[config.mk]
export PLATFORM = sky130hd
export DESIGN_NAME = rv_core
export DESIGN_NICKNAME = d
export VERILOG_FILES = /design/src/design/rv_core_pkg.sv /design/src/design/rv_decode.sv /design/src/design/rv_execute.sv /design/src/design/rv_result.sv /design/src/design/rv_core.sv
export VERILOG_INCLUDE_DIRS = /design/src /design/src/design
export SDC_FILE = /design/constraint.sdc
export NUM_CORES = 2
export LEC_CHECK = 0
export BUFFER_PORTS_ARGS = -buffer_cell sky130_fd_sc_hd__buf_4
export CORE_ASPECT_RATIO = 0.75
export CORE_MARGIN = 8
export CORE_UTILIZATION = 55
export CTS_BUF_LIST = sky130_fd_sc_hd__clkbuf_4
export CTS_CLUSTER_SIZE = 40
export DETAILED_ROUTE_END_ITERATION = 16
export GPL_TIMING_DRIVEN = 0
export PLACE_DENSITY_LB_ADDON = 0.15
export SLEW_MARGIN = 10
export SYNTH_ARGS = -nofsm -noshare
export SYNTH_HDL_FRONTEND = slang
export SYNTH_SLANG_ARGS = --single-unit
[constraint.sdc]
create_clock -name instr_mem_resp -period 29.2 [get_ports instr_mem_resp]
set_clock_uncertainty 0.15 [all_clocks]
set_input_delay 1.46 -clock instr_mem_resp [delete_from_list [all_inputs] [get_ports instr_mem_resp]]
set_output_delay 1.46 -clock instr_mem_resp [all_outputs]
set_load 0.02 [all_outputs]
[src/design/rv_core_params.svh]
`ifndef RV_CORE_PARAMS_SVH
`define RV_CORE_PARAMS_SVH

`default_nettype none

`define RV_XLEN        32 // data word width
`define RV_REG_ADDR_W  5  // register index width
`define RV_REG_COUNT   32 // architectural registers, x0 included

`define RV_WORD_ZERO   {`RV_XLEN{1'b0}} // register reset value

`default_nettype wire

`endif

[src/design/rv_core_pkg.sv]
`default_nettype none

package rv_core_pkg;

    // major opcodes kept from RV32I
    typedef enum logic [6:0] {
        op_reg = 7'b0110011, // OP
        op_imm = 7'b0010011, // OP-IMM
        op_lui = 7'b0110111  // LUI
    } opcode_t;

    typedef enum logic [3:0] {
        alu_add,
        alu_sub,
        alu_sll,
        alu_srl,
        alu_sra,
        alu_slt,
        alu_sltu,
        alu_xor,
        alu_or,
        alu_and,
        alu_pass_b // lui
    } alu_op_t;

endpackage : rv_core_pkg

`default_nettype wire

[src/design/rv_decode.sv]
`timescale 1ns/1ps
`include "rv_core_params.svh"
`default_nettype none

module rv_decode (
    input  logic                      instr_mem_resp,
    input  logic                      rst,
    input  logic                      instr_valid,
    input  logic [`RV_XLEN-1:0]       instr,
    output logic                      dec_valid,
    output rv_core_pkg::alu_op_t      dec_op,
    output logic                      dec_wr,
    output logic [`RV_REG_ADDR_W-1:0] dec_rd,
    output logic [`RV_REG_ADDR_W-1:0] dec_rs1,
    output logic [`RV_REG_ADDR_W-1:0] dec_rs2,
    output logic [`RV_XLEN-1:0]       dec_imm,
    output logic                      dec_use_imm
);
    import rv_core_pkg::*;

    opcode_t                   opcode;
    logic [2:0]                funct3;
    logic                      alt;      // sub / sra select
    logic                      is_shift;
    logic                      legal;
    alu_op_t                   alu_op;
    logic                      use_imm;
    logic [`RV_XLEN-1:0]       imm;
    logic [`RV_REG_ADDR_W-1:0] rd;
    logic [`RV_REG_ADDR_W-1:0] rs1;

    assign opcode   = opcode_t'(instr[6:0]);
    assign funct3   = instr[14:12];
    assign rd       = instr[11:7];
    assign is_shift = (funct3 == 3'b001) || (funct3 == 3'b101);

    // for OP-IMM, funct7 only matters to split srai from srli
    assign alt = instr[30] && ((opcode == op_reg) || (funct3 == 3'b101));

    always_comb begin
        case (funct3)
            3'b000:  alu_op = alt ? alu_sub : alu_add;
            3'b001:  alu_op = alu_sll;
            3'b010:  alu_op = alu_slt;
            3'b011:  alu_op = alu_sltu;
            3'b100:  alu_op = alu_xor;
            3'b101:  alu_op = alt ? alu_sra : alu_srl;
            3'b110:  alu_op = alu_or;
            default: alu_op = alu_and;
        endcase

        legal   = 1'b1;
        use_imm = 1'b1;
        rs1     = instr[19:15];
        imm     = {{(`RV_XLEN-12){instr[31]}}, instr[31:20]}; // I-type

        case (opcode)
            op_reg: use_imm = 1'b0;
            op_imm: begin
                if (is_shift) begin
                    imm = {{(`RV_XLEN-5){1'b0}}, instr[24:20]}; // shamt
                end
            end
            op_lui: begin
                alu_op = alu_pass_b;
                imm    = {instr[31:12], 12'b0}; // U-type
                rs1    = '0;
            end
            default: legal = 1'b0; // retires nothing
        endcase
    end

    always_ff @(posedge instr_mem_resp or posedge rst) begin
        if (rst) begin
            dec_valid <= 1'b0;
            dec_wr    <= 1'b0;
        end else begin
            dec_valid <= instr_valid && legal;
            dec_wr    <= instr_valid && legal && (rd != '0); // x0 never written
        end
    end

    always_ff @(posedge instr_mem_resp) begin
        if (instr_valid) begin
            dec_op      <= alu_op;
            dec_rd      <= rd;
            dec_rs1     <= rs1;
            dec_rs2     <= instr[24:20];
            dec_imm     <= imm;
            dec_use_imm <= use_imm;
        end
    end

endmodule : rv_decode

`default_nettype wire

[src/design/rv_execute.sv]
`timescale 1ns/1ps
`include "rv_core_params.svh"
`default_nettype none

module rv_execute (
    input  logic                      instr_mem_resp,
    input  logic                      rst,
    input  logic                      dec_valid,
    input  rv_core_pkg::alu_op_t      dec_op,
    input  logic                      dec_wr,
    input  logic [`RV_REG_ADDR_W-1:0] dec_rd,
    input  logic [`RV_REG_ADDR_W-1:0] dec_rs1,
    input  logic [`RV_REG_ADDR_W-1:0] dec_rs2,
    input  logic [`RV_XLEN-1:0]       dec_imm,
    input  logic                      dec_use_imm,
    output logic [`RV_REG_ADDR_W-1:0] rs1_addr,
    output logic [`RV_REG_ADDR_W-1:0] rs2_addr,
    input  logic [`RV_XLEN-1:0]       rs1_data,
    input  logic [`RV_XLEN-1:0]       rs2_data,
    output logic                      ex_valid,
    output logic                      ex_wr,
    output logic [`RV_REG_ADDR_W-1:0] ex_rd,
    output logic [`RV_XLEN-1:0]       ex_value
);
    import rv_core_pkg::*;

    logic [`RV_XLEN-1:0] op_a;
    logic [`RV_XLEN-1:0] op_b;
    logic [`RV_XLEN-1:0] fwd_b;
    logic [4:0]          shamt;
    logic [`RV_XLEN-1:0] alu_res;

    // the previous instruction is still in the ex register, take it from there
    function automatic logic [`RV_XLEN-1:0] fwd(input logic [`RV_REG_ADDR_W-1:0] src,
                                                 input logic [`RV_XLEN-1:0] rf_data);
        if (ex_valid && ex_wr && (ex_rd == src)) begin
            return ex_value;
        end
        return rf_data;
    endfunction

    assign rs1_addr = dec_rs1;
    assign rs2_addr = dec_rs2;

    assign op_a  = fwd(dec_rs1, rs1_data);
    assign fwd_b = fwd(dec_rs2, rs2_data);
    assign op_b  = dec_use_imm ? dec_imm : fwd_b;
    assign shamt = op_b[4:0];

    always_comb begin
        alu_res = '0;
        unique case (dec_op)
            alu_add:    alu_res = op_a + op_b;
            alu_sub:    alu_res = op_a - op_b;
            alu_sll:    alu_res = op_a << shamt;
            alu_srl:    alu_res = op_a >> shamt;
            alu_sra:    alu_res = $signed(op_a) >>> shamt;
            alu_slt:    alu_res = {{(`RV_XLEN-1){1'b0}}, $signed(op_a) < $signed(op_b)};
            alu_sltu:   alu_res = {{(`RV_XLEN-1){1'b0}}, op_a < op_b};
            alu_xor:    alu_res = op_a ^ op_b;
            alu_or:     alu_res = op_a | op_b;
            alu_and:    alu_res = op_a & op_b;
            alu_pass_b: alu_res = op_b; // lui
            default:    ;
        endcase
    end

    always_ff @(posedge instr_mem_resp or posedge rst) begin
        if (rst) begin
            ex_valid <= 1'b0;
            ex_wr    <= 1'b0;
        end else begin
            ex_valid <= dec_valid;
            ex_wr    <= dec_valid && dec_wr;
        end
    end

    always_ff @(posedge instr_mem_resp) begin
        if (dec_valid) begin
            ex_rd    <= dec_rd;
            ex_value <= alu_res;
        end
    end

endmodule : rv_execute

`default_nettype wire

[src/design/rv_result.sv]
`timescale 1ns/1ps
`include "rv_core_params.svh"
`default_nettype none

module rv_result (
    input  logic                      instr_mem_resp,
    input  logic                      rst,
    input  logic [`RV_REG_ADDR_W-1:0] rs1_addr,
    input  logic [`RV_REG_ADDR_W-1:0] rs2_addr,
    output logic [`RV_XLEN-1:0]       rs1_data,
    output logic [`RV_XLEN-1:0]       rs2_data,
    input  logic                      ex_valid,
    input  logic                      ex_wr,
    input  logic [`RV_REG_ADDR_W-1:0] ex_rd,
    input  logic [`RV_XLEN-1:0]       ex_value,
    output logic                      retire_valid,
    output logic [`RV_REG_ADDR_W-1:0] retire_rd,
    output logic [`RV_XLEN-1:0]       retire_value
);

    logic [`RV_XLEN-1:0] regs [`RV_REG_COUNT-1:1]; // x0 has no storage

    function automatic logic [`RV_XLEN-1:0] rf_read(input logic [`RV_REG_ADDR_W-1:0] addr);
        if (addr == '0) begin
            return `RV_WORD_ZERO;
        end
        return regs[addr];
    endfunction

    assign rs1_data = rf_read(rs1_addr);
    assign rs2_data = rf_read(rs2_addr);

    always_ff @(posedge instr_mem_resp or posedge rst) begin
        if (rst) begin
            for (int i = 1; i < `RV_REG_COUNT; i++) begin
                regs[i] <= `RV_WORD_ZERO;
            end
            retire_valid <= 1'b0;
        end else begin
            if (ex_wr) begin
                regs[ex_rd] <= ex_value; // ex_rd never zero here
            end
            retire_valid <= ex_valid;
        end
    end

    // rd zero still retires with its value
    always_ff @(posedge instr_mem_resp) begin
        if (ex_valid) begin
            retire_rd    <= ex_rd;
            retire_value <= ex_value;
        end
    end

endmodule : rv_result

`default_nettype wire

[src/design/rv_core.sv]
`timescale 1ns/1ps
`include "rv_core_params.svh"
`default_nettype none

module rv_core (
    input  logic                      instr_mem_resp,
    input  logic                      rst,
    input  logic                      instr_valid,
    input  logic [`RV_XLEN-1:0]       instr,
    output logic                      retire_valid,
    output logic [`RV_REG_ADDR_W-1:0] retire_rd,
    output logic [`RV_XLEN-1:0]       retire_value
);

    logic                      dec_valid;
    rv_core_pkg::alu_op_t      dec_op;
    logic                      dec_wr;
    logic [`RV_REG_ADDR_W-1:0] dec_rd;
    logic [`RV_REG_ADDR_W-1:0] dec_rs1;
    logic [`RV_REG_ADDR_W-1:0] dec_rs2;
    logic [`RV_XLEN-1:0]       dec_imm;
    logic                      dec_use_imm;

    logic [`RV_REG_ADDR_W-1:0] rs1_addr;
    logic [`RV_REG_ADDR_W-1:0] rs2_addr;
    logic [`RV_XLEN-1:0]       rs1_data;
    logic [`RV_XLEN-1:0]       rs2_data;

    logic                      ex_valid;
    logic                      ex_wr;
    logic [`RV_REG_ADDR_W-1:0] ex_rd;
    logic [`RV_XLEN-1:0]       ex_value;

    rv_decode u_decode (
        .instr_mem_resp (instr_mem_resp),
        .rst            (rst),
        .instr_valid    (instr_valid),
        .instr          (instr),
        .dec_valid      (dec_valid),
        .dec_op         (dec_op),
        .dec_wr         (dec_wr),
        .dec_rd         (dec_rd),
        .dec_rs1        (dec_rs1),
        .dec_rs2        (dec_rs2),
        .dec_imm        (dec_imm),
        .dec_use_imm    (dec_use_imm)
    );

    rv_execute u_execute (
        .instr_mem_resp (instr_mem_resp),
        .rst            (rst),
        .dec_valid      (dec_valid),
        .dec_op         (dec_op),
        .dec_wr         (dec_wr),
        .dec_rd         (dec_rd),
        .dec_rs1        (dec_rs1),
        .dec_rs2        (dec_rs2),
        .dec_imm        (dec_imm),
        .dec_use_imm    (dec_use_imm),
        .rs1_addr       (rs1_addr),
        .rs2_addr       (rs2_addr),
        .rs1_data       (rs1_data), // combinational from regfile
        .rs2_data       (rs2_data),
        .ex_valid       (ex_valid),
        .ex_wr          (ex_wr),
        .ex_rd          (ex_rd),
        .ex_value       (ex_value)
    );

    rv_result u_result (
        .instr_mem_resp (instr_mem_resp),
        .rst            (rst),
        .rs1_addr       (rs1_addr),
        .rs2_addr       (rs2_addr),
        .rs1_data       (rs1_data),
        .rs2_data       (rs2_data),
        .ex_valid       (ex_valid),
        .ex_wr          (ex_wr),
        .ex_rd          (ex_rd),
        .ex_value       (ex_value),
        .retire_valid   (retire_valid),
        .retire_rd      (retire_rd),
        .retire_value   (retire_value)
    );

endmodule : rv_core

`default_nettype wire

==> results.py <==
metrics = {
    "global_routing": {
        "gr-usage-all-layers": 0.4975,
        "antenna_found_initial": 31,
        "grt_max_degree": 54,
        "grt_pass1_wl_um": 448300,
        "grt_pass1_vias": 53590,
        "gr-total-overflow": 0,
    },
    "synth": {
        "yosysTopAreaCell": "dfrtp_1",
        "syn-num-nets": 5284,
        "yosys-top-cells-area": "dfrtp_1 37%, mux2_2 17%, mux4_2 17%, edfxtp_1 5.7%, mux2i_1 2.6%",
        "async_flop_share": 0.8878,
        "yosysMostFrequentCell": "mux2_2",
        "synth_top_cells_by_count": "1020 x mux2_2, 997 x dfrtp_1, 501 x mux4_2, 338 x clkbuf_1, 270 x nand2_1",
        "yosysSeqAreaShare": 0.4317,
        "ys.flop_type": "dfrtp_1",
        "ys_seq_elements": 1123,
        "synth_area_um2": 66560,
        "ys_types": 82,
        "synth_top_area_share": 0.3748,
        "syn_inst": 5143,
        "synth_edf_count": 126,
        "syn_area_per_cell_um2": 12.94,
        "ys_warn_count": 0,
    },
    "layout": {
        "post-route-util": 0.6155,
        "area_growth_pct": 10.99,
        "drive_gt1_frac": 0.4028,
        "final_nets": 5712,
    },
    "clock_tree": {
        "cts_resized": 0,
        "clk_path_buf_depth": 4,
        "clk_pin_slew_ns": 0.08,
        "holdBufCountCts": 0,
        "cts.htree.levels": 5,
        "cts.sinks": 1123,
        "root_buffer": "clkbuf_4",
        "cts_buffers": 308,
        "clk_latency_ns": 1.38,
        "cts_tree": "built",
        "cts_setup_buffers": 0,
    },
    "status": {
        "status": "complete, but fails checks",
        "violations": "max-capacitance violations, max-slew violations",
    },
    "floorplanning": {
        "die_h_um": 317.3,
        "std_cell_rows": 110,
        "fp.dieW_um": 417.7,
        "num_io_pins": 73,
        "start_util": 0.5546,
        "dieArea_um2": 132500,
        "core-area_um2": 120000,
    },
    "critical_path": {
        "rr_startpoint": "u_decode.dec_rs1[2]",
        "worstSetupPathType": "flip-flop to flip-flop",
        "critPathRequiredTime_ns": 29.98,
        "crit_fanout": 10,
        "critPathLaunch": "u_decode.dec_rs1[2]",
        "start_kind": "flip-flop",
        "cp-end-kind": "flip-flop",
        "cp.arrival_ns": 12.69,
    },
    "route": {
        "post_drt_wl_per_cell_um": 45.31,
        "dr.pass1.iters": 8,
        "vias_per_cell": 7.753,
        "drcViolationCount": 0,
        "first_iter_violations": 10980,
        "wirelength_um": 336600,
        "via_count": 57600,
        "antenna_left": 0,
    },
    "hold_path": {
        "holdCritPathClass": "input port to asynchronous set/reset pin",
    },
    "sta": {
        "worst_slew_pin_slew_ns": 1.582,
        "setup_ws_ns": 17.30,
        "setup_viol": 0,
        "rsz0062_at_grt": "no",
        "fmax_ghz": 0.08400,
        "post-route-period-util": 0.4077,
        "fin_crit_ns": 11.90,
        "setup-tns-final_ns": 0,
        "slew_headroom": -0.05475,
        "drv_slew": 99,
        "hold_violations": 0,
    },
    "place": {
        "dp_slack_ns": 18.65,
        "dpl.hpwl_um": 242000,
        "port_buffers": 71,
        "gp_congestion": 1.071,
    },
    "power": {
        "leakage_nw": 33.54,
        "powerDensity_nw_per_um2": 52.15,
        "ir_drop_v": 0.00004551,
    },
    "job": {
        "cap_violations": 14,
    },
}
cell type report:
cell class | count | area [um^2]
Multi-Input combinational cell | 3416 | 35300
Clock inverter | 52 | 305.3
Sequential cell | 1123 | 28740
Fill cell | 9747 | 46140
Antenna cell | 43 | 107.6
Buffer | 488 | 2233
Tap cell | 1624 | 2032
Timing Repair Buffer | 118 | 1348
Clock buffer | 449 | 3371
Inverter | 116 | 439.2
flip-flops by register name, indices dropped and copies added (netlist names):
register               cells
u_result.regs            992
u_execute.ex_wr            1
u_decode.dec_rs1           5
u_decode.dec_use_imm       1
u_decode.dec_imm          32
u_execute.ex_value        32
u_execute.ex_valid         1
u_decode.dec_wr            1
u_result.retire_value     32
u_execute.ex_rd            5
u_decode.dec_rs2           5
u_decode.dec_rd            5
u_decode.dec_op            4
u_result.retire_rd         5
u_result.retire_valid      1
u_decode.dec_valid         1
where the power goes:
part / internal, mW / leakage (nW) / switching, mW
sequential: 1.59 / 15.0 / 0.00591
clock: 0.733 / 2.22 / 0.727
combinational: 0.193 / 16.3 / 0.603
total: 2.52 / 33.5 / 1.34
final timing paths:
| check | cells past startpoint | slack [ns] | to |
|---|---|---|---|
| hold reg to reg | 1 | 0.27 | u_execute.ex_wr |
| min in group instr_mem_resp | 1 | 0.16 | u_decode.dec_rd[1] |
| setup reg to reg | 23 | 17.30 | u_execute.ex_value[20] |
| max in group asynchronous | 10 | 26.36 | u_decode.dec_wr |
| hold / removal | 2 | 0.11 | u_result.regs[310] |
| setup / recovery | 23 | 17.30 | u_execute.ex_value[20] |
cells in the final DEF, fill, tap and decap left out, types with 98 or more instances in the layout:
cell type and n:
a21oi_1 98, buf_4 106, clkbuf_1 289, clkbuf_4 450, dfrtp_1 995, edfxtp_1 126
ha_1 104, inv_1 105, mux2_2 1020, mux2i_1 173, mux4_2 501, nand2_1 270
nor2_1 261, o21ai_0 174
routing by layer:
metal | GRT usage | routed length (um) | vias to the layer above
met3 | 0.3420 | 67670 | 1395
met2 | 0.5874 | 119600 | 6052
li1 | - | - | 20790
met5 | 0.04308 | 879 | -
met4 | 0.3144 | 26210 | 29
met1 | 0.6404 | 122300 | 29330
kinds of logic after synthesis:
group / count (synthesis) / synth area share
xor gates and xnor gates: 17 / 0.002237
buffers and inverters: 604 / 0.03902
muxes: 1699 / 0.3699
AOI/OAI and AO/OA: 806 / 0.08457
DFF: 1123 / 0.4317
adders and majority gates: 106 / 0.02015
and+or+nand+nor: 788 / 0.05246
worst max-delay path, stage by stage (launching register included):
cell and delay (ns):
edfxtp_1 0.63, buf_2 0.56, buf_1 1.14, clkbuf_1 1.02, clkbuf_1 1.16, nand2_1 0.13, nand4_1 0.28, nand4_1 0.13
o22ai_1 1.13, inv_1 0.19, ha_1 0.36, inv_1 0.11, fa_1 0.28, a211oi_1 0.16, o21ai_0 0.47, a21oi_1 0.22
or4_1 0.50, o211a_1 0.19, o21bai_1 0.31, a211o_1 0.29, xnor2_1 0.51, o22ai_1 0.27, a2111oi_0 0.67, nand3_1 0.55
stage by stage:
stage | cells | cell area (um^2) | power (mW) | hold WS, ns
4_1_cts | 7381 | 73710 | 3.752 | 0.06586
3_3_place_gp | 6838 | 69130 | 2.332 | 0.2514
6_report | 7429 | 73870 | 3.852 | 0.1064
2_1_floorplan | 5143 | 66570 | 1.996 | 0.2503
5_1_grt | 7390 | 73780 | 3.897 | 0.1699
3_5_place_dp | 6880 | 70030 | 2.343 | 0.2598
(Power assumes the default switching activity.)
